$ cat config.mk
export PLATFORM = sky130hd
export DESIGN_NAME = f2_addr_decode
export DESIGN_NICKNAME = d
export VERILOG_FILES = /design/src/f2_pkg.sv /design/src/f2_addr_decode.sv
export SDC_FILE = /design/constraint.sdc
export NUM_CORES = 1
export LEC_CHECK = 0
export BUFFER_PORTS_ARGS = -buffer_cell sky130_fd_sc_hd__buf_4
export CAP_MARGIN = 10
export CORE_AREA = 2 2 39 41
export DETAILED_ROUTE_END_ITERATION = 10
export DIE_AREA = 0 0 41 43
export GPL_ROUTABILITY_DRIVEN = 0
export GPL_TIMING_DRIVEN = 0
export REMOVE_ABC_BUFFERS = 1
export SYNTH_ARGS = -nofsm -noshare
export SYNTH_HDL_FRONTEND = slang
export SYNTH_SLANG_ARGS = --single-unit
$ cat constraint.sdc
create_clock -name vclk -period 1.3
set_input_delay 0.13 -clock vclk [all_inputs]
set_output_delay 0.13 -clock vclk [all_outputs]
set_load 0.05 [all_outputs]
$ cat src/f2_pkg.sv
package f2_pkg;

    ////////////////////////////////////////////////////////////////////////////
    // CPU bus widths

    // Word address covers byte address bits 23 to 1
    localparam int ADDR_W = 23;
    localparam int DATA_W = 16;

    typedef logic [ADDR_W-1:0] word_addr_t;
    typedef logic [DATA_W-1:0] bus_data_t;

    ////////////////////////////////////////////////////////////////////////////
    // Memory map

    // Work RAM, 64 KB
    localparam logic [23:0] WORK_BASE = 24'h100000;
    localparam int          WORK_AW   = 15;

    // Colour RAM, 4096 entries
    localparam logic [23:0] COLOR_BASE = 24'h200000;
    localparam int          COLOR_AW   = 12;

    // Player inputs and DIP switches
    localparam logic [23:0] IO_BASE = 24'h300000;
    localparam int          IO_AW   = 3;

    ////////////////////////////////////////////////////////////////////////////
    // Interrupts

    localparam logic [2:0] FC_IACK   = 3'b111;
    localparam logic [2:0] VBL_LEVEL = 3'd5;
    localparam logic [2:0] DMA_LEVEL = 3'd6;

    ////////////////////////////////////////////////////////////////////////////
    // Types

    typedef enum logic [2:0] {
        REGION_NONE,
        REGION_WORK,
        REGION_COLOR,
        REGION_IO,
        REGION_IACK
    } bus_region_t;

    typedef enum logic [1:0] {
        BUS_IDLE,
        BUS_FETCH,
        BUS_ACK
    } bus_state_t;

    typedef struct packed {
        logic [7:0] r;
        logic [7:0] g;
        logic [7:0] b;
    } rgb_t;

endpackage
$ cat src/f2_addr_decode.sv
`timescale 1ns/1ps

module f2_addr_decode import f2_pkg::*; (
    input  word_addr_t  addr,
    input  logic [2:0]  fc,
    output bus_region_t region
);

    logic work_hit;
    logic color_hit;
    logic io_hit;

    // Each region is aligned to its own size, so only the upper bits compare
    assign work_hit  = addr[ADDR_W-1:WORK_AW]  == WORK_BASE[23:WORK_AW+1];
    assign color_hit = addr[ADDR_W-1:COLOR_AW] == COLOR_BASE[23:COLOR_AW+1];
    assign io_hit    = addr[ADDR_W-1:IO_AW]    == IO_BASE[23:IO_AW+1];

    always_comb begin
        if (fc == FC_IACK) begin
            region = REGION_IACK;
        end else if (work_hit) begin
            region = REGION_WORK;
        end else if (color_hit) begin
            region = REGION_COLOR;
        end else if (io_hit) begin
            region = REGION_IO;
        end else begin
            region = REGION_NONE;
        end
    end

endmodule

[After elaboration in Yosys (flattened, before gate mapping)]
Cells that the tools add are included.
Storage, ports and cells
  register bits after elaboration: 0
  bits of input ports: 26
  word-level logic and storage cells: 8
Operators by class
  equal/unequal tests: 4
  mux-type cells: 4
Operators by type and width (count)
  20-bit by 18-bit equality test with 1-bit output, second input constant: 1
  11-bit by 9-bit equality test with 1-bit output, second input constant: 1
  8-bit by 5-bit equality test with 1-bit output, second input constant: 1
  2-bit 2-to-1 mux: 3
  3-bit equality test, second input constant: 1
  3-bit 2-to-1 mux: 1

[Depth between registers and ports, before layout]
Gate-level depths: netlist (run 1).
  depth after elaboration: 5
  gate-level depth with buffers: 3
  gate-level depth less buffers: 3

[Worst setup path before layout (run 1)]
No wires, ideal clock.
  path kind: input -> output
  start: in addr[17]
  end: out region[0]
  arrival time: 1802 ps
  required time: 1170 ps
  slack: -632 ps
  stages: 3
  cells stage by stage: or4_1 or4_4 a211oi_2
On the way
  word-level cells in the longest chain between the ends: 5
  elaborated cells between the ends (all ways): 7
  classes of those cells: eq/ne (3); mux (4)
RTL lines
  start: declaration: RTL line f2_addr_decode.sv:4  | input word_addr_t addr,
  20-bit by 18-bit equality test with 1-bit output: RTL line f2_addr_decode.sv:16  | assign io_hit = addr[ADDR_W-1:IO_AW] == IO_BASE[23:IO_AW+1];
  2-bit 2-to-1 mux: RTL line f2_addr_decode.sv:25  | end else if (io_hit) begin
  2-bit 2-to-1 mux: RTL line f2_addr_decode.sv:23  | end else if (color_hit) begin
  2-bit 2-to-1 mux (*): RTL line f2_addr_decode.sv:21  | end else if (work_hit) begin
  3-bit 2-to-1 mux (*): RTL line f2_addr_decode.sv:19  | if (fc == FC_IACK) begin
  end: declaration: RTL line f2_addr_decode.sv:6  | output bus_region_t region
Mark *: on every way between the ends. The rest lies on a longest branch, timed or not.

[Worst setup path in the final report (run 1)]
  start: in addr[17]
  end: out region[1]
The elaborated chain is that of the path after synthesis.

==> reports/qor.txt, run 1 <==
Outcome: finished, violations left
Violated checks: negative setup slack
TritonRoute pass-1 iters: 2
Fin area: 327 sq um
Vias in the first global route: 192
Crit start category: input pin
Die height: 43 um
Diodes inserted: 0
Max-cap violation count: 0
Share of layout cells above drive strength 1: 78.9%
Routed WL per cell: 8.11 um
Multi-input logic area: 92.6 sq um
Total gr overflow: 0
Achievable Freq: 0.596 GHz
Final setup viols: 2
Post-synth cell types: 12
Worst-margin pin slew: 392 ps
First-pass GRT wire length: 655 um
Clkbuf count: 0
Drt via density: 3.91
CP peak stage delay: 510 ps
Slew Limit Fails: 0
Final worst-path setup slack: -379 ps
CP max stage cell: or4_4
Critical path class: in -> out
Storage cell area: 0 sq um
Most common cell after layout, fill and taps aside: buf_4
Post-place setup slack: -471 ps
Initial antenna violation count: 0
DP Area: 308 sq um
Final Hold Fails: 0
Most frequent cells in the layout: buf_4, buf_6, or4_4
P&R area growth vs syn: 253%
CP Cell Sequence: buf_6 -> or4_4 -> or4_4 -> nor3b_2 -> buf_6
Syn avg cell area: 7.72 sq um
Seq Cell Count: 0
IO Count: 29
Detailed Route WL: 438 um
Leak: 0.154 nW
CP bufs+invs: 2
Min cycle time layout: 1680 ps
Synth warn: 0
VDD IR max: 61.5 uV
Die area: 0.00176 sq mm
Tot GR Track Use: 4.80%
Antenna Nets Post-Route: 0
Sequential share of the synthesized area: 0%
1st-iter DRT viols: 1
Fin crit share: 129%
Syn Inst Count: 12
Core area: 0.00138 sq mm
FP Rows: 14
Worst EP required: 1170 ps
Fin util: 23.6%
Via count: 211
Worst relative slew slack: 73.6%
PD cells: 221 mW/mm^2
Min-Delay Path Class: in -> out
DIE WIDTH: 41 um
CP delay by family, top: simple AND/OR/NAND/NOR gates
Pwr Total: 0.0721 mW
DRC Markers: 0
Fillers: 154
Setup TNS Final: -751 ps
RSZ-0062 raised after global routing: true
Kind of end point of the critical path: output port
IO buf count: 26
Largest net degree at the start of global routing: 4
Mapped Area: 92.6 sq um
Initial core utilization: 6.69%
Buffer count from post-CTS setup fixing: 0
Crit Path Max Fanout: 2
Nets: 66
Worst endpoint data arrival time: 1550 ps
[final timing paths]
check	startpoint	end	depth (start not counted)
hold / removal	addr[20]	region[0]	3
setup / recovery	addr[17]	region[1]	5
[cell usage after synthesis]
master    instances  area [sq um]
nor4_1            1          6.26
nand4_1           1          6.26
nor4b_1           1          8.76
and3_1            1          6.26
or4_4             1          11.3
nor2_1            1          3.75
inv_1             1          3.75
nor3_1            1          5.00
or4_1             1          7.51
a41oi_1           1          8.76
a211oi_2          1          12.5
nor3b_2           1          12.5
[report_power, final]
| group | switching, mW | total [mW] | internal [mW] |
|---|---|---|---|
| logic | 0.0201 | 0.0721 | 0.0520 |
| registers | 0 | 0 | 0 |
| clock network | 0 | 0 | 0 |
| total | 0.0201 | 0.0721 | 0.0520 |
[area by class of cell]
cell class / instances / share of cell area [%]
repair buffers: 26 / 64.4
multi-input cells: 11 / 28.4
well taps: 16 / 6.13
inverters: 1 / 1.15
[logic make-up (layout without fill, tap and decap cells)]
kind of cell	after synthesis	count (layout)	synth area share, %
and+or+nand+nor	9	9	73.0
AOI/OAI and AO/OA	2	2	23.0
buffers and inverters	1	27	4.05
[metal layers]
metal	track usage, %	routed length (um)	vias to the layer above
met3	0.524	128	0
met2	9.69	173	25
met4	0	0	0
met5	0	0	-
li1	-	-	105
met1	5.06	137	81
[through the flow]
stage,hold WS [ps],instances
finish,556,54
global route,572,54
CTS,559,54
detailed placement,590,54
global placement,587,54
floorplan,433,12
[repair_timing]
action,4_1_cts,5_1_grt
gates resized for setup,4,1
pin swaps,2,0
endpoints found under the setup margin,2,2
cloned,0,0
hold buffers,0,0
(Power assumes the default switching activity.)
==> run 2, diff against run 1 <==
CELL_PAD_IN_SITES_DETAIL_PLACEMENT = 0   (was unset)
CELL_PAD_IN_SITES_GLOBAL_PLACEMENT = 2   (was unset)
PLACE_DENSITY_LB_ADDON = 0.1   (was unset)
==> run 2 against run 1 <==
Compared with the run above: setup slack got worse by 16 ps; count of clock-buffer cells in the layout did not move; core utilization is 0.45 points higher; largest power group unchanged; the run still ends with negative setup slack left; power rose by 1.5%; routed wire length is 9.4% higher; non-clock buffer count unchanged; combinational power rose by 2%; die area is the same; sequential share of layout area is the same; via count shrank 1.4%; sequential cell count unchanged.
==> reports/qor.txt, run 2 (synthesized netlist as in run 1, its figures left out) <==
Outcome: finished, violations left
Violated checks: negative setup slack
Setup TNS Final: -783 ps
Min cycle time layout: 1690 ps
Fillers: 161
M3 GR Usage: 0.524%
Initial antenna violation count: 0
Fin area: 333 sq um
Min-Delay Path Class: in -> out
Worst relative slew slack: 73.1%
Drt via density: 3.85
Beginning of the worst hold path: addr[20]
VDD IR max: 53.4 uV
Share of layout cells above drive strength 1: 78.9%
Post-place setup slack: -474 ps
CTS Hold Bufs: 0
Clkbuf count: 0
Gr busiest metal: met2
PD cells: 220 mW/mm^2
CP peak stage delay: 520 ps
Worst hold endpoint: region[0]
FP Rows: 14
Most frequent cells in the layout: buf_4, buf_6, or4_4
Kind of end point of the critical path: output port
Crit start category: input pin
Die height: 43 um
TritonRoute pass-1 iters: 1
DIE WIDTH: 41 um
Detailed Route WL: 479 um
CP delay by family, top: simple AND/OR/NAND/NOR gates
Worst EP required: 1170 ps
Met2 GRT Util: 12.5%
IO buf count: 26
Routed WL per cell: 8.87 um
Most common cell after layout, fill and taps aside: buf_4
Die area: 0.00176 sq mm
Worst endpoint data arrival time: 1560 ps
Largest net degree at the start of global routing: 4
First-pass GRT wire length: 793 um
Final setup viols: 2
CP bufs+invs: 2
Pwr Total: 0.0732 mW
Final Hold Fails: 0
Nets: 66
IO Count: 29
Achievable Freq: 0.590 GHz
Multi-input logic area: 98.8 sq um
CP Cell Sequence: buf_6 -> or4_4 -> or4_4 -> a211oi_2 -> buf_6
DP Area: 308 sq um
Slew Limit Fails: 0
CP max stage cell: or4_4
Total gr overflow: 0
Fin crit share: 130%
Critical path class: in -> out
Crit Path Max Fanout: 2
Core area: 0.00138 sq mm
Antenna Nets Post-Route: 0
DRC Markers: 0
Vias in the first global route: 220
P&R area growth vs syn: 259%
RSZ-0062 raised after global routing: true
Diodes inserted: 0
Seq Cell Count: 0
Via count: 208
Met1 Use GR: 6.01%
Tot GR Track Use: 5.99%
Hold path cells: 3
Max-cap violation count: 0
Final worst-path setup slack: -395 ps
Worst-margin pin slew: 398 ps
Leak: 0.163 nW
1st-iter DRT viols: 0
Initial core utilization: 6.69%
Storage cell area: 0 sq um
[run 2: final cells by class]
class / count / share of cell area, %
Timing Repair Buffer: 26 / 63.2
Multi-Input combinational cell: 11 / 29.7
Tap cell: 16 / 6.02
Inverter: 1 / 1.13
[run 2: metal layers]
metal / part of all wire, % / wire length (um)
met1: 23 / 111
met2: 65 / 313
met3: 11 / 54
met4: 0 / 0
met5: 0 / 0
[run 2: stage by stage]
step                std cells  util, %  hold slack (ps)
finish                     54     24.1              554
global route               54     24.1              565
CTS                        54     23.6              552
detailed placement         54     22.2              583
global placement           54     22.2              585
floorplan                  12        -              433
[run 2: how the worst max path moves through the flow]
stage          slack, ps  cells past startpoint        end     start
2_1_floorplan       -630                      3  region[0]  addr[17]
3_3_place_gp        -470                      5  region[0]  addr[17]
3_5_place_dp        -470                      5  region[0]  addr[17]
4_1_cts             -380                      5  region[1]  addr[17]
5_1_grt             -430                      5  region[0]  addr[17]
6_report            -390                      5  region[0]  addr[17]
[run 2: power breakdown]
part           leakage [nW]  switching (mW)  internal (mW)
logic                 0.163          0.0208         0.0524
registers                 0               0              0
clock network             0               0              0
[run 2: timing repair]
item | in CTS | in global routing
resized for setup | 5 | 1
pin swaps | 2 | 0
setup buffers | 0 | 0
endpoints found under the setup margin | 2 | 2
