### src/f2_pkg.sv
package f2_pkg;

    ////////////////////////////////////////////////////////////////////////////
    // CPU bus widths

    // Word address covers byte address bits 23 to 1
    localparam int ADDR_W = 23;
    localparam int DATA_W = 16;

    typedef logic [ADDR_W-1:0] word_addr_t;
    typedef logic [DATA_W-1:0] bus_data_t;

    ////////////////////////////////////////////////////////////////////////////
    // Memory map

    // Work RAM, 64 KB
    localparam logic [23:0] WORK_BASE = 24'h100000;
    localparam int          WORK_AW   = 15;

    // Colour RAM, 4096 entries
    localparam logic [23:0] COLOR_BASE = 24'h200000;
    localparam int          COLOR_AW   = 12;

    // Player inputs and DIP switches
    localparam logic [23:0] IO_BASE = 24'h300000;
    localparam int          IO_AW   = 3;

    ////////////////////////////////////////////////////////////////////////////
    // Interrupts

    localparam logic [2:0] FC_IACK   = 3'b111;
    localparam logic [2:0] VBL_LEVEL = 3'd5;
    localparam logic [2:0] DMA_LEVEL = 3'd6;

    ////////////////////////////////////////////////////////////////////////////
    // Types

    typedef enum logic [2:0] {
        REGION_NONE,
        REGION_WORK,
        REGION_COLOR,
        REGION_IO,
        REGION_IACK
    } bus_region_t;

    typedef enum logic [1:0] {
        BUS_IDLE,
        BUS_FETCH,
        BUS_ACK
    } bus_state_t;

    typedef struct packed {
        logic [7:0] r;
        logic [7:0] g;
        logic [7:0] b;
    } rgb_t;

endpackage
### src/f2_cpu_bus.sv
`timescale 1ns/1ps

module f2_cpu_bus import f2_pkg::*; (
    input  logic        clk,
    input  logic        reset,

    input  logic        as_n,
    input  logic [1:0]  ds_n,
    input  bus_region_t region,

    input  bus_data_t   work_q,
    input  bus_data_t   color_q,
    input  bus_data_t   io_q,

    output logic        work_access,
    output logic        color_access,
    output logic        io_access,
    output logic        iack_access,

    output bus_data_t   rdata,
    output logic        dtack_n
);

    bus_state_t  state;
    bus_region_t region_q;
    logic        strobe_phase;
    logic        cycle_start;
    bus_data_t   read_sel;

    assign cycle_start = !as_n && (ds_n != 2'b11);

    // Unmapped and IACK cycles read as zero
    always_comb begin
        case (region_q)
            REGION_WORK:  read_sel = work_q;
            REGION_COLOR: read_sel = color_q;
            REGION_IO:    read_sel = io_q;
            default:      read_sel = '0;
        endcase
    end

    ////////////////////////////////////////////////////////////////////////////
    // Bus cycle sequencer

    always_ff @(posedge clk) begin
        if (reset) begin
            state        <= BUS_IDLE;
            region_q     <= REGION_NONE;
            strobe_phase <= 1'b0;
            work_access  <= 1'b0;
            color_access <= 1'b0;
            io_access    <= 1'b0;
            iack_access  <= 1'b0;
            rdata        <= '0;
            dtack_n      <= 1'b1;
        end else begin
            work_access  <= 1'b0;
            color_access <= 1'b0;
            io_access    <= 1'b0;
            iack_access  <= 1'b0;

            case (state)
                BUS_IDLE: begin
                    if (cycle_start) begin
                        state        <= BUS_FETCH;
                        region_q     <= region;
                        strobe_phase <= 1'b1;
                        work_access  <= (region == REGION_WORK);
                        color_access <= (region == REGION_COLOR);
                        io_access    <= (region == REGION_IO);
                        iack_access  <= (region == REGION_IACK);
                    end
                end

                BUS_FETCH: begin
                    // Strobe cycle first, target data is valid one clock later
                    if (strobe_phase) begin
                        strobe_phase <= 1'b0;
                    end else begin
                        rdata   <= read_sel;
                        dtack_n <= 1'b0;
                        state   <= BUS_ACK;
                    end
                end

                BUS_ACK: begin
                    if (as_n) begin
                        dtack_n <= 1'b1;
                        state   <= BUS_IDLE;
                    end
                end

                default: begin
                    state <= BUS_IDLE;
                end
            endcase
        end
    end

endmodule

### config.mk
export PLATFORM = sky130hd
export DESIGN_NAME = f2_cpu_bus
export DESIGN_NICKNAME = d
export VERILOG_FILES = /design/src/f2_pkg.sv /design/src/f2_cpu_bus.sv
export SDC_FILE = /design/constraint.sdc
export NUM_CORES = 1
export LEC_CHECK = 0
export ABC_AREA = 1
export BUFFER_PORTS_ARGS = -buffer_cell sky130_fd_sc_hd__buf_4
export CORE_ASPECT_RATIO = 1.75
export CORE_MARGIN = 1.5
export CORE_UTILIZATION = 49
export DETAILED_ROUTE_END_ITERATION = 10
export GPL_TIMING_DRIVEN = 0
export PLACE_DENSITY = 0.86
export SETUP_SLACK_MARGIN = 0.1
export SYNTH_ARGS = -nofsm -noshare
export SYNTH_HDL_FRONTEND = slang
export SYNTH_SLANG_ARGS = --single-unit
### constraint.sdc
create_clock -name clk -period 3.08 [get_ports clk]
set_input_delay 0.616 -clock clk [delete_from_list [all_inputs] [get_ports clk]]
set_output_delay 0.616 -clock clk [all_outputs]
set_load 0.01 [all_outputs]
== Word level (Yosys, flattened, before mapping) ==
Index checks and enable logic that the tools add are counted.

* Flip-flop bits (word level): 27
* Bits of input ports: 56
* Output and inout bits: 21
* Logic and storage cells: 46

* Equal/unequal tests: 13
* Multiplexer cells: 10
* Bitwise logic cells: 3
* Reductions and logical operators: 11

{| class="wikitable"
|+ Operators by type and width
! operator !! number
|-
| 16-bit one-hot mux with 3 select lines || 1
|-
| 3-bit by 2-bit == test with 1-bit output, second input constant || 4
|-
| 2-bit != test, second input constant || 4
|-
| 3-bit by 1-bit == test with 1-bit output, second input constant || 2
|-
| 2-bit 2-to-1 mux || 3
|-
| 2-bit one-hot mux with 3 select lines || 1
|-
| 2-bit AND reduction || 3
|-
| 3-bit AND reduction || 2
|-
| 1-bit one-hot mux with 2 select lines || 2
|-
| 2-bit nonzero test || 2
|-
| 3-bit == test, second input constant || 1
|-
| 1-bit 2-to-1 mux || 3
|-
| 1-bit NOT || 3
|-
| 3-bit OR reduction || 1
|-
| 2-bit by 1-bit == test with 1-bit output, second input constant || 1
|-
| 2-bit == test, second input constant || 1
|-
| 2-bit logical NOT || 1
|-
| 1-bit logical AND || 1
|-
| 1-bit logical NOT || 1
|}

== Longest topological paths before layout ==
* Word-level depth: 4
* Gate-level depth with buffers: 7

== Worst setup path after synthesis ==
Ideal clock, no wire load.

* Path kind: input port to flip-flop
* Start point: input as_n
* End point: register region_q[0]
* Setup time: 125 ps
* Arrival: 1,094 ps
* Data required time: 2,955 ps
* Slack: 1,861 ps
* Stages on the path: 4
* Path buffers: 0
* Cells stage by stage: inv_1 nand3_1 o21ai_0 a21oi_1

* Word-level cells in the longest chain between the ends: 3

{| class="wikitable"
|+ Ends and longest elaborated chain
! item !! RTL line !! text
|-
| start: declaration || f2_cpu_bus.sv:7 || <nowiki>input logic as_n,</nowiki>
|-
| 1-bit logical NOT || f2_cpu_bus.sv:30 || <nowiki>assign cycle_start = !as_n && (ds_n != 2'b11);</nowiki>
|-
| 1-bit logical AND || f2_cpu_bus.sv:30 ||
|-
| 2-bit AND reduction (no line) || -- ||
|-
| end signal: assignment || f2_cpu_bus.sv:66 || <nowiki>region_q <= region;</nowiki>
|-
| end: declaration || f2_cpu_bus.sv:25 || <nowiki>bus_region_t region_q;</nowiki>
|}

Every way passes these cells.
A chain may end at the register's enable or synchronous reset.

== Final worst setup path ==
* Start point: register dtack_n
* End point: output dtack_n

{| class="wikitable"
|+ RTL lines
! item !! RTL line !! text
|-
| start: declaration || f2_cpu_bus.sv:21 || <nowiki>output logic dtack_n</nowiki>
|-
| start signal: assignment || f2_cpu_bus.sv:55 || <nowiki>dtack_n <= 1'b1;</nowiki>
|-
| start signal: assignment || f2_cpu_bus.sv:81 || <nowiki>dtack_n <= 1'b0;</nowiki>
|-
| start signal: assignment || f2_cpu_bus.sv:88 || <nowiki>dtack_n <= 1'b1;</nowiki>
|}

No word-level cell between the ends.

==> flow_summary.toml <==
[run_status]
status = "complete, no violations"

[clock_network]
postCtsHoldBufs = 0
cts_resized = 0
clock-sinks = 27
clockRootBuffer = "clkbuf_8"
cts_buffer_depth = 2
clkLatencyLatePin_ns = 0.28
cts_tree = "built"
cts.clk_slew.worst_paths_ns = 0.10
post_cts_buffers = 0
cts_buffers = 3
htreeDepth = 1

[grt]
grt_busiest_layer = "met2"
use_met2_pct = 46.0
grt_pass1_vias = 1632
grt_pass1_wl_um = 6950
antenna_found_initial = 0
met1_usage_pct = 28.6
groute.usage.overall_pct = 26.0
met3_usage_pct = 3.53
grt_max_degree = 17
gr-total-overflow = 0

[worst_hold_path]
hold_start = "rdata[5]$_SDFFE_PP0P_"
hold_path.class = "flip-flop to flip-flop"
min_path_cells = 2
hold-path-endpoint = "rdata[5]$_SDFFE_PP0P_"

[worst_setup_path]
startpoint_type = "flip-flop"
arrival_ns = 0.78
setup.worst_path.start = "dtack_n$_SDFFE_PP1P_"
criticalPathCategory = "flip-flop to primary output"
reg2reg_to = "rdata[1]$_SDFFE_PP0P_"
path_cells = "buf_4"
cpPeakStageDelay_ns = 0.37
cpMaxStageDelayCell = "dfxtp_1"
reg2reg_slack_ns = 1.92
cp_max_fo = 2
path_depth = 1
worst-path-buf-inv = 1
r2r_cells = 7
r2r-start = "state[1]$_SDFFE_PP0P_"
cp_data_required_time_ns = 2.46
path_delay_family = "flip-flops"
cp-end-kind = "primary output"

[placed_design]
hpwl_um = 3500
portBuffers = 75
place_congestion = 0.899

[drt]
vias = 1752
drt-pass1-iter-count = 4
drt_iter0_drc = 57
post_drt_wl_per_cell_um = 14.3
ant_nets = 0
remaining_drc_errors = 0
vias_per_cell = 5.56
wirelength_um = 4500

[layout]
nets = 330
area_growth_pct = 43.4
drive_gt1_share_pct = 43.6
diodes = 0

[die]
ios = 77
coreArea_um2 = 2960
die_x_um = 45.2
start_util_pct = 51.7
die_y_um = 76.9
fp.dieArea_um2 = 3480
num_rows = 26

[logic_synthesis]
synthCells = 194
synth_compound_area_share_pct = 10.8
synth_area_per_cell_um2 = 7.89
seq_area_frac_synth_pct = 35.3
synth_area_um2 = 1530
ys_seq_elements = 27
muxShareOfSynthArea_pct = 0
synthDistinctLibCells = 24
synth_simple_gate_area_share_pct = 40.0
synth_fa_ha_area_share_pct = 0
synthesis.nets = 250
synth_xor_xnor_area_share_pct = 0
synth_top_family_by_area = "simple AND/OR/NAND/NOR gates"
synth_warnings = 0

[timing]
min_period_over_period_pct = 45.2
tightest_slew_ns = 0.302
rsz0062_at_grt = "false"
finalSetupViolCount = 0
relSlewSlack_pct = 79.8
skew_ns = 0.00314
max_clock_freq_mhz = 718
setup_tns_ns = 0
min_period_ns = 1.39
final_max_slew_viol_count = 0
finalHoldViolations = 0

[pwr]
p_total_w = 0.000819
ir_worst_vdd_mv = 0.336
p_per_area_nw_per_um2 = 373
power.leakage_nw = 0.949

[job]
max_cap_violations = 0
[through the flow]
step / instance area, um^2 / utilization (%) / hold slack (ns) / setup slack (ns) / instances
after global placement: 2150 / 72.5 / 0.454 / 1.64 / 311
after global routing: 2190 / 74.1 / 0.494 / 1.65 / 315
after floorplan: 1530 / - / 0.485 / 1.86 / 194
final: 2190 / 74.1 / 0.472 / 1.69 / 315
after CTS: 2190 / 74.1 / 0.473 / 1.68 / 315
after detailed placement: 2150 / 72.5 / 0.458 / 1.62 / 311
[worst max-delay path by stage]
| stage | slack (ns) | endpoint |
|---|---|---|
| 2_1_floorplan | 1.86 | region_q[0]$_SDFFE_PP0P_ |
| 3_3_place_gp | 1.64 | region_q[2]$_SDFFE_PP0P_ |
| 3_5_place_dp | 1.62 | region_q[2]$_SDFFE_PP0P_ |
| 4_1_cts | 1.68 | dtack_n |
| 5_1_grt | 1.65 | dtack_n |
| 6_report | 1.69 | dtack_n |
[tightest hold or removal path, delay by kind of cell, from the launching register on]
kind               cells  cell delay, ns
AOI/OAI and AO/OA      1            0.05
and+or+nand+nor        1            0.06
DFF                    1            0.33
[where the power goes]
part / internal [W] / switching (W)
clock network: 0.0000921 / 0.000119
registers: 0.000363 / 0.00000963
logic: 0.000113 / 0.000123
[layout by cell type, fill, tap and decap left out, drive strengths merged]
cell type  instances
a21oi             20
nand2             36
nand3             20
nor3               2
or2                1
inv                9
dfxtp             27
nor4               2
o21ai              4
clkbuf             4
buf               93
clkinvlp           1
nor2               4
nand4             49
o21a               1
[sequential cells by signal (all words and copies together), names as in the netlist]
signal        cells
region_q          3
color_access      1
state             2
io_access         1
rdata            16
dtack_n           1
iack_access       1
strobe_phase      1
work_access       1
[synthesized netlist by cell type]
cell type / count / share of area (%)
inv_2: 2 / 0.49
nand2_1: 32 / 7.8
o21ai_0: 3 / 0.98
nor2_1: 3 / 0.74
a21oi_1: 11 / 3.6
nand3_1: 20 / 6.5
o21a_1: 1 / 0.49
clkbuf_4: 1 / 0.49
inv_6: 1 / 0.57
nor2_8: 1 / 1.3
inv_1: 4 / 0.98
a21oi_2: 9 / 5.2
buf_6: 7 / 5.2
nand4_1: 49 / 20
nor3_1: 2 / 0.65
or2_2: 1 / 0.41
nor4_1: 2 / 0.82
buf_8: 1 / 0.98
inv_4: 2 / 0.82
buf_2: 3 / 0.98
buf_4: 7 / 3.4
dfxtp_1: 27 / 35
o21ai_2: 1 / 0.57
nand2_2: 4 / 1.6
[logic make-up (layout without fill, tap and decap cells)]
kind of cell           Yosys count  in the layout
and+or+nand+nor                114            114
DFF                             27             27
buffers and inverters           28            107
AOI/OAI and AO/OA               25             25
[final cells by class]
class / instances / area, um^2
well taps: 42 / 52.6
clock inverters: 1 / 7.51
clock buffers: 3 / 41.3
flip-flops and latches: 27 / 541
multi-input cells: 139 / 777
repair buffers: 75 / 563
inverters: 9 / 43.8
fillers: 252 / 766
plain buffers: 19 / 169
[per-layer routing]
layer / vias to the layer above / wire [um]
met5: - / 0
met4: 0 / 121
met3: 13 / 273
met2: 92 / 2410
met1: 777 / 1690
li1: 870 / -
(Power assumes the default switching activity.)
