## config.mk

```make
export PLATFORM = sky130hd
export DESIGN_NAME = f2_input_ports
export DESIGN_NICKNAME = d
export VERILOG_FILES = /design/src/f2_pkg.sv /design/src/f2_input_ports.sv
export SDC_FILE = /design/constraint.sdc
export NUM_CORES = 1
export LEC_CHECK = 0
export BUFFER_PORTS_ARGS = -buffer_cell sky130_fd_sc_hd__clkbuf_2
export CAP_MARGIN = 15
export CORE_MARGIN = 3
export CORE_UTILIZATION = 45
export CTS_BUF_LIST = sky130_fd_sc_hd__clkbuf_4 sky130_fd_sc_hd__clkbuf_8 sky130_fd_sc_hd__clkbuf_16
export DETAILED_ROUTE_END_ITERATION = 16
export PLACE_DENSITY = 0.75
export REMOVE_ABC_BUFFERS = 1
export SYNTH_ARGS = -nofsm -noshare
export SYNTH_HDL_FRONTEND = slang
export SYNTH_SLANG_ARGS = --single-unit
export TNS_END_PERCENT = 10
```

## constraint.sdc

```tcl
create_clock -name clk -period 2 [get_ports clk]
set_input_delay 0.4 -clock clk [delete_from_list [all_inputs] [get_ports clk]]
set_output_delay 0.4 -clock clk [all_outputs]
set_load 0.01 [all_outputs]
```

## src/f2_pkg.sv

```systemverilog
package f2_pkg;

    ////////////////////////////////////////////////////////////////////////////
    // CPU bus widths

    // Word address covers byte address bits 23 to 1
    localparam int ADDR_W = 23;
    localparam int DATA_W = 16;

    typedef logic [ADDR_W-1:0] word_addr_t;
    typedef logic [DATA_W-1:0] bus_data_t;

    ////////////////////////////////////////////////////////////////////////////
    // Memory map

    // Work RAM, 64 KB
    localparam logic [23:0] WORK_BASE = 24'h100000;
    localparam int          WORK_AW   = 15;

    // Colour RAM, 4096 entries
    localparam logic [23:0] COLOR_BASE = 24'h200000;
    localparam int          COLOR_AW   = 12;

    // Player inputs and DIP switches
    localparam logic [23:0] IO_BASE = 24'h300000;
    localparam int          IO_AW   = 3;

    ////////////////////////////////////////////////////////////////////////////
    // Interrupts

    localparam logic [2:0] FC_IACK   = 3'b111;
    localparam logic [2:0] VBL_LEVEL = 3'd5;
    localparam logic [2:0] DMA_LEVEL = 3'd6;

    ////////////////////////////////////////////////////////////////////////////
    // Types

    typedef enum logic [2:0] {
        REGION_NONE,
        REGION_WORK,
        REGION_COLOR,
        REGION_IO,
        REGION_IACK
    } bus_region_t;

    typedef enum logic [1:0] {
        BUS_IDLE,
        BUS_FETCH,
        BUS_ACK
    } bus_state_t;

    typedef struct packed {
        logic [7:0] r;
        logic [7:0] g;
        logic [7:0] b;
    } rgb_t;

endpackage
```

## src/f2_input_ports.sv

```systemverilog
`timescale 1ns/1ps

module f2_input_ports import f2_pkg::*; (
    input  logic             clk,
    input  logic             reset,

    input  logic             access,
    input  logic [IO_AW-1:0] addr,

    input  logic [7:0]       joystick_p1,
    input  logic [7:0]       joystick_p2,
    input  logic [1:0]       start,
    input  logic [1:0]       coin,
    input  logic [7:0]       dswa,
    input  logic [7:0]       dswb,

    output bus_data_t        q
);

    logic [7:0] joy1_s1, joy1_s2;
    logic [7:0] joy2_s1, joy2_s2;
    logic [1:0] start_s1, start_s2;
    logic [1:0] coin_s1, coin_s2;
    logic [7:0] dswa_s1, dswa_s2;
    logic [7:0] dswb_s1, dswb_s2;
    logic [7:0] sel_byte;

    // Two stage synchroniser
    always_ff @(posedge clk) begin
        joy1_s1  <= joystick_p1;
        joy1_s2  <= joy1_s1;
        joy2_s1  <= joystick_p2;
        joy2_s2  <= joy2_s1;
        start_s1 <= start;
        start_s2 <= start_s1;
        coin_s1  <= coin;
        coin_s2  <= coin_s1;
        dswa_s1  <= dswa;
        dswa_s2  <= dswa_s1;
        dswb_s1  <= dswb;
        dswb_s2  <= dswb_s1;
    end

    // Board wiring, direction bits reversed and everything active low
    always_comb begin
        case (addr)
            3'd0: sel_byte = ~dswa_s2;
            3'd1: sel_byte = ~dswb_s2;
            3'd2: sel_byte = ~{start_s2[0], joy1_s2[6:4],
                               joy1_s2[0], joy1_s2[1], joy1_s2[2], joy1_s2[3]};
            3'd3: sel_byte = ~{start_s2[1], joy2_s2[6:4],
                               joy2_s2[0], joy2_s2[1], joy2_s2[2], joy2_s2[3]};
            3'd4: sel_byte = ~{4'b0000, coin_s2, 2'b00};
            default: sel_byte = 8'hFF;
        endcase
    end

    always_ff @(posedge clk) begin
        if (reset) begin
            q <= '0;
        end else if (access) begin
            q <= {8'h00, sel_byte};
        end
    end

endmodule

```

# == Word-level counts from Yosys, hierarchy flattened ==
# Cells that the tools add are included.
# totals
regBits,76
in_bits,42
output_inout_bits,16
word_cells,24
# op_classes
n_eq_ne,4
muxes,1
bitwise_logic,5
n_reduce_logical,1
# ops
cell,count
$pmux W8 S5,1
$not A8 Y8,4
$not A4 Y8,1
$eq A3 B2 Y1 const B,2
$eq A3 B1 Y1 const B,1
$eq A3 B3 Y1 const B,1
$logic_not A3 Y1,1

# == Longest topological paths before layout ==
# Gate-level depths: netlist (run 1).
# depth
depth_word,2
depth_mapped,5

# == Worst setup path before layout (run 1) ==
# Ideal clock, no wire load.
# synth_path
kind,input to register
startpoint,in addr[2]
endpoint,reg q[2]
arrival_time_ps,1109
required_ps,1872
setup_slack_ps,764
path_stages,4
path_cell_list,or3b_1 buf_2 o22ai_1 a211oi_1
# synth_between
elab_chain_len,2
word_cells_on_any_way,6
classes_between,4 x eq/ne; 1 x mux; 1 x reduce/logical
# synth_lines
element,line_no,text
start: declaration,f2_input_ports.sv:8,"input logic [IO_AW-1:0] addr,"
"$eq A3 B3 Y1, or another cell as far along",f2_input_ports.sv:46,case (addr)
$pmux W8 S5 *,f2_input_ports.sv:46,
end signal: assignment,f2_input_ports.sv:62,"q <= {8'h00, sel_byte};"
end: declaration,f2_input_ports.sv:17,output bus_data_t q
# Mark *: on every way between the ends. The rest lies on a longest branch, timed or not.
# A chain may end at the register's enable or synchronous reset.

# == Final worst setup path (run 1) ==
# layout_path
startpoint,in addr[0]
endpoint,reg q[5]
# Same word-level chain as after synthesis.

==> key figures, run 1 <==
Layout
  • Filler cells: roughly 330
  • Multi-input gate area: between 300 and 400 sq um
  • Ant. Diodes: 0
  • Share of cells above drive strength 1: between 30% and 40%
  • Synthesis-to-finish area growth: 21.0%
  • Fin util: between 50% and 60%
  • Final #Nets: between 200 and 250
  • Area occupied by registers: approximately 1500 sq um
  • Fin cells: 247

STA
  • Final Hold Viols: 0
  • RSZ-0062 raised after global routing: no
  • Fin crit period: approximately 1.3 ns
  • WHS: approximately 0.17 ns
  • Tcrit/Tclk final: between 60% and 70%
  • Slew @ Worst Pin: about 0.56 ns
  • Total negative slack: 0 ns
  • Clock Skews: roughly 0.0063 ns
  • Finish-stage setup viols: 0
  • Maximum operating frequency: 0.780 GHz
  • Slew HR: 62.7%
  • Pins Over Slew Limit: 0

Yosys
  • Top cells by area, synth: dfxtp_1, mux2i_1, buf_4
  • Cell count after synthesis: 139
  • Sequential area share after synthesis: between 70 and 80%
  • Post-synthesis cell area: approximately 2000 sq um
  • Leading area contributor after synthesis: dfxtp_1
  • Netlist cell types: 16
  • Post-synth top area share: between 70% and 80%
  • Seq cells post-synth: 76
  • Yosys warning count: 0
  • Syn avg cell area: approximately 14 sq um

Clocking
  • Post-CTS resize count: 0
  • Worst skew pair latency: about 0.32 ns
  • CTS tree: yes
  • Num CTS Buffers: 9
  • Clock buffer depth: 2
  • CTS clk-pin slew, worst paths: approximately 0.07 ns
  • Post-CTS setup buffers: 0
  • Hold Buf Count CTS: 0
  • # H-tree levels: 3
  • CTS Sinks: between 70 and 80
  • Root buf cell: clkbuf_8

Job
  • Max-cap violations: 0

GRT
  • Vias in the first global route: around 1100
  • Busiest layer in global routing: met2
  • GRT Total Usage: approximately 13%
  • Met1 Use GR: between 10% and 20%
  • Pin count of the biggest net entering global routing: 18
  • Gr ovfl total: 0
  • First-pass GRT wire length: about 4700 microns
  • GR Layer Usage met3: 4.57%
  • Initial antenna violation count: 0
  • Grt met2 use: 19.9%

Placed design
  • GPL Wtd Cong: approximately 0.64
  • IO Port Bufs: 47
  • Placed insts: 231

Floorplan
  • Initial Utilization: a little under half
  • # rows: 23
  • Die W: about 72 microns
  • Chip height: approximately 72 microns
  • DIE AREA: between 5000 and 6000 sq um
  • I/O pin cnt: 58
  • Core ar.: a little over 4000 sq um

Pwr
  • Psw: roughly 0.58 mW
  • Sw frac: about a fifth
  • Sequential share of power: roughly 58%
  • PwrDens: between 1000 and 1500 nW/um^2
  • Clock Power Share: a little under two fifths
  • Combinational fraction of design power: approximately 4.5%
  • Internal Power: between 2 and 2.5 mW
  • Lkg Pwr: 1.11 nW
  • Maximum VDD drop: between 0.6 and 0.7 mV

Drt
  • Drt initial violations: 31
  • WL final: about 2900 microns
  • Post-DR vias/cell: 4.37
  • Vias: about 1100
  • DRC viols: 0
  • TritonRoute pass-1 iters: 4
  • Routed Antenna Nets: 0
  • Wire per inst: between 10 and 15 microns

Setup path
  • CP peak stage delay: 0.44 ns
  • Crit path arrival time: approximately 1.5 ns
  • CP startpoint: addr[0]
  • CP Cell Sequence: clkbuf_2, mux2i_1, nor2_1, nor4_1
  • Startpoint Class: input pin
  • Crit path kind: in -> reg
  • RR Startpoint: dswa_s2[5]$_DFF_P_
  • Worst setup EP type: register
  • Critical-path top delay cell: clkbuf_2
  • Critical path peak fanout: 17
  • Required @ worst endpoint: 2.21 ns

Status
  • Outcome: finished, final reports clean

Hold path
  • Tightest Hold Check Type: in -> reg
  • Hold_sp: dswb[2]
## synth_stat cells
cell	count
buf_12	1
buf_2	1
mux2i_1	16
nand3b_2	1
nand2_1	1
o22ai_1	2
buf_4	9
nor2_1	18
dfxtp_1	76
buf_6	1
or3b_1	1
nor4_1	6
a211oi_1	2
conb_1	1
nor3_1	1
o21bai_1	2
## flip-flops by register name, summed over array words and instances (netlist names), 8 cells and up
register / flops
dswa_s1: 8
dswa_s2: 8
dswb_s1: 8
dswb_s2: 8
q: 8
## path summary, 6_finish.rpt
kind                        end  slack (ns)  cells after the start
max           q[5]$_SDFFE_PP0P_        0.72                      4
min          dswb_s1[2]$_DFF_P_        0.17                      1
max reg2reg   q[5]$_SDFFE_PP0P_        1.07                      3
min reg2reg  dswb_s2[6]$_DFF_P_        0.32                      0
## area by class of cell
| type | count | share of cell area [%] |
|---|---|---|
| flip-flops and latches | 76 | 64.0 |
| multi-input cells | 58 | 15.4 |
| repair buffers | 47 | 9.89 |
| clock buffers | 13 | 7.26 |
| well taps | 50 | 2.63 |
| clock inverters | 3 | 0.842 |
## worst max-delay path: cells and delay by family
family                 cells  cell delay (ns)
AND/OR/NAND/NOR            2             0.38
multiplexers               1             0.27
buffers and inverters      1             0.44
## cell families after synthesis
kind of cell	synth area share [%]
flops	77.4
mux	8.15
compound gates	2.16
buf+inv	5.28
other cells	0.191
simple gates	6.81
## layout by cell type, fill, tap and decap left out, types with 2 or more instances in the layout
cell         n
o21bai_1     2
a211oi_1     2
clkbuf_8    12
nor2_1      18
conb_1       8
clkbuf_2    47
mux2i_1     16
nor4_1       6
o22ai_1      2
clkinvlp_4   2
dfxtp_1     76
## metrics by stage
step	power [mW]	instance area (sq um)	worst slack [ns]
after floorplan	1.71	1890	0.776
after global placement	1.78	2190	0.432
after detailed placement	1.79	2190	0.358
after CTS	2.83	2380	0.694
after global routing	2.94	2380	0.641
final	2.81	2380	0.718
## power groups by stage
| stage | Combinational, mW | Sequential [mW] | Clock (mW) |
|---|---|---|---|
| after floorplan | 0.0491 | 1.66 | 0 |
| after global placement | 0.125 | 1.65 | 0 |
| after detailed placement | 0.127 | 1.66 | 0 |
| after CTS | 0.127 | 1.63 | 1.08 |
| after global routing | 0.142 | 1.63 | 1.17 |
| final | 0.126 | 1.62 | 1.06 |
## per-layer routing
layer / vias to the layer above / wire length [microns] / part of all wire, %
met5: - / 0 / 0
met4: 0 / 123 / 4.2
met3: 11 / 247 / 8.5
met2: 48 / 1420 / 49
met1: 469 / 1120 / 38
li1: 552 / - / -
(Power assumes the default switching activity.)
==> run 2: changes to the inputs <==
--- a/config.mk
+++ b/config.mk
@@ -8,10 +8,10 @@
 export BUFFER_PORTS_ARGS = -buffer_cell sky130_fd_sc_hd__clkbuf_2
 export CAP_MARGIN = 15
 export CORE_MARGIN = 3
-export CORE_UTILIZATION = 45
+export CORE_UTILIZATION = 44
 export CTS_BUF_LIST = sky130_fd_sc_hd__clkbuf_4 sky130_fd_sc_hd__clkbuf_8 sky130_fd_sc_hd__clkbuf_16
 export DETAILED_ROUTE_END_ITERATION = 16
-export PLACE_DENSITY = 0.75
+export PLACE_DENSITY = 0.76
 export REMOVE_ABC_BUFFERS = 1
 export SYNTH_ARGS = -nofsm -noshare
 export SYNTH_HDL_FRONTEND = slang
==> constraint.sdc (replaced) <==
create_clock -name clk -period 1.17 [get_ports clk]
set_input_delay 0.234 -clock clk [delete_from_list [all_inputs] [get_ports clk]]
set_output_delay 0.234 -clock clk [all_outputs]
set_load 0.01 [all_outputs]
==> run 2 against run 1 <==
Effect of this change:
- non-clock buffer count rose by 37
- clock skew increased by 0.0014 ns
- clock power rose by 74%
- critical path depth fell by 3
- highest routed layer unchanged
- wire length rose by 16%
- largest cell class unchanged
==> key figures, run 2 (synthesis results as in run 1) <==
GRT
  • Vias in the first global route: between 1000 and 1500
  • GRT Total Usage: between 10 and 15%
  • Pin count of the biggest net entering global routing: 18
  • Initial antenna violation count: 0
  • First-pass GRT wire length: 5350 microns
  • Gr ovfl total: 0

Clocking
  • CTS Sinks: between 70 and 80
  • CTS tree: yes
  • Num CTS Buffers: 9
  • Root buf cell: clkbuf_8
  • Post-CTS setup buffers: 0
  • Clock buffer depth: 2
  • # H-tree levels: 3
  • CTS clk-pin slew, worst paths: roughly 0.070 ns
  • Worst skew pair latency: 0.33 ns

Placed design
  • Post-DP Area: ~2200 sq um
  • IO Port Bufs: between 40 and 50
  • GPL Wtd Cong: 0.708
  • Pre-CTS setup slack: -0.122 ns

Setup path
  • Crit path max-delay family: flip-flops
  • Startpoint Class: register
  • Crit path kind: reg -> out
  • Required @ worst endpoint: about 0.94 ns
  • Crit path arrival time: just over 0.8 ns
  • Critical-path top delay cell: dfxtp_1
  • Worst setup EP type: primary output
  • CP startpoint: q[1]$_SDFFE_PP0P_
  • CP Cell Sequence: clkbuf_2
  • RR Startpoint: dswb_s2[0]$_DFF_P_
  • Critical path peak fanout: 2
  • CP peak stage delay: ~0.35 ns
  • Worst path bufs/invs: 1

STA
  • Finish-stage setup viols: 0
  • Maximum operating frequency: approximately 0.96 GHz
  • Clock Skews: 0.00777 ns
  • Final Hold Viols: 0
  • Pins Over Slew Limit: 0
  • Tcrit/Tclk final: 89.5%
  • RSZ-0062 raised after global routing: no
  • Fin crit period: between 1 and 1.5 ns
  • Post-route setup slack: about 0.12 ns

Layout
  • Ant. Diodes: 0
  • Commonest non-fill, non-tap cells in the layout: dfxtp_1, clkbuf_2, dlygate4sd3_1
  • Synthesis-to-finish area growth: 39.9%
  • Final instance area: between 2000 and 3000 sq um
  • Fin util: about two thirds
  • Share of cells above drive strength 1: ~29%
  • Most common cell after layout, fill and taps aside: dfxtp_1
  • Final #Nets: between 200 and 300

Drt
  • DRC viols: 0
  • Drt initial violations: just over 40
  • Vias: approximately 1200
  • WL final: between 3000 and 4000 microns
  • Wire per inst: around 12 microns
  • Routed Antenna Nets: 0
  • TritonRoute pass-1 iters: 4
  • Post-DR vias/cell: about 4.2

Pwr
  • Lkg Pwr: approximately 1.3 nW
  • Total power: between 4 and 5 mW
  • Maximum VDD drop: about 1.5 mV
  • PwrDens: 1790 nW/um^2

Floorplan
  • I/O pin cnt: 58
  • Chip height: approximately 73 microns
  • Core ar.: 4140 sq um
  • Initial Utilization: 47.4%
  • Die W: about 73 microns
  • # rows: 23
  • DIE AREA: roughly 5300 sq um

Hold path
  • Tightest Hold Check Type: in -> reg
  • Hold_sp: coin[1]

Job
  • Max-cap violations: 0

Status
  • Outcome: finished, final reports clean
-- run 2: cell count changes in the layout (fill, tap and decap cells not counted) --
cell | previous run | this run
dlygate4sd3_1 | 0 | 33
buf_4 | 0 | 3
clkbuf_8 | 12 | 9
clkinv_2 | 1 | 3
buf_12 | 0 | 1
bufinv_16 | 0 | 1
clkbuf_4 | 1 | 2
clkinvlp_4 | 2 | 1
-- run 2: power breakdown --
| group | switching (mW) | total, mW | internal (mW) |
|---|---|---|---|
| combinational | 0.130 | 0.322 | 0.192 |
| sequential | 0.0386 | 2.77 | 2.73 |
| clock | 0.819 | 1.84 | 1.02 |
| total | 0.987 | 4.93 | 3.95 |
-- run 2: cell type report --
class	count	area, sq um
tap	50	62.6
multi-input combinational	58	367
clock inverter	5	52.6
fill	306	1390
timing repair buffer	84	608
sequential	76	1520
clock buffer	11	139
-- run 2: routing by layer --
layer  global-route usage (%)  share of wire, %
met4                     7.38               2.2
met2                     26.0                53
met3                     6.89               8.1
met1                     13.2                37
met5                        0                 0
-- run 2: path summary, 6_finish.rpt --
path	end	slack, ns	depth (start not counted)
setup / recovery	q[1]	0.12	1
hold / removal	coin_s1[1]$_DFF_P_	0.05	1
hold reg to reg	joy2_s2[6]$_DFF_P_	0.33	0
setup reg to reg	q[0]$_SDFFE_PP0P_	0.34	3
-- run 2: repair_timing --
| action | CTS | global route |
|---|---|---|
| hold buffers | 32 | 1 |
| endpoints found under the setup margin | 0 | 0 |
| gates resized for setup | 0 | 0 |
| endpoints found under the hold margin | 32 | 1 |
-- run 2: metrics by stage --
step | instances | hold slack, ns | setup TNS, ns
finish | 284 | 0.0458 | 0
global route | 284 | 0.0262 | 0
CTS | 283 | 0.00496 | 0
detailed placement | 235 | 0.312 | -0.373
global placement | 235 | 0.310 | -0.227
floorplan | 134 | 0.262 | 0
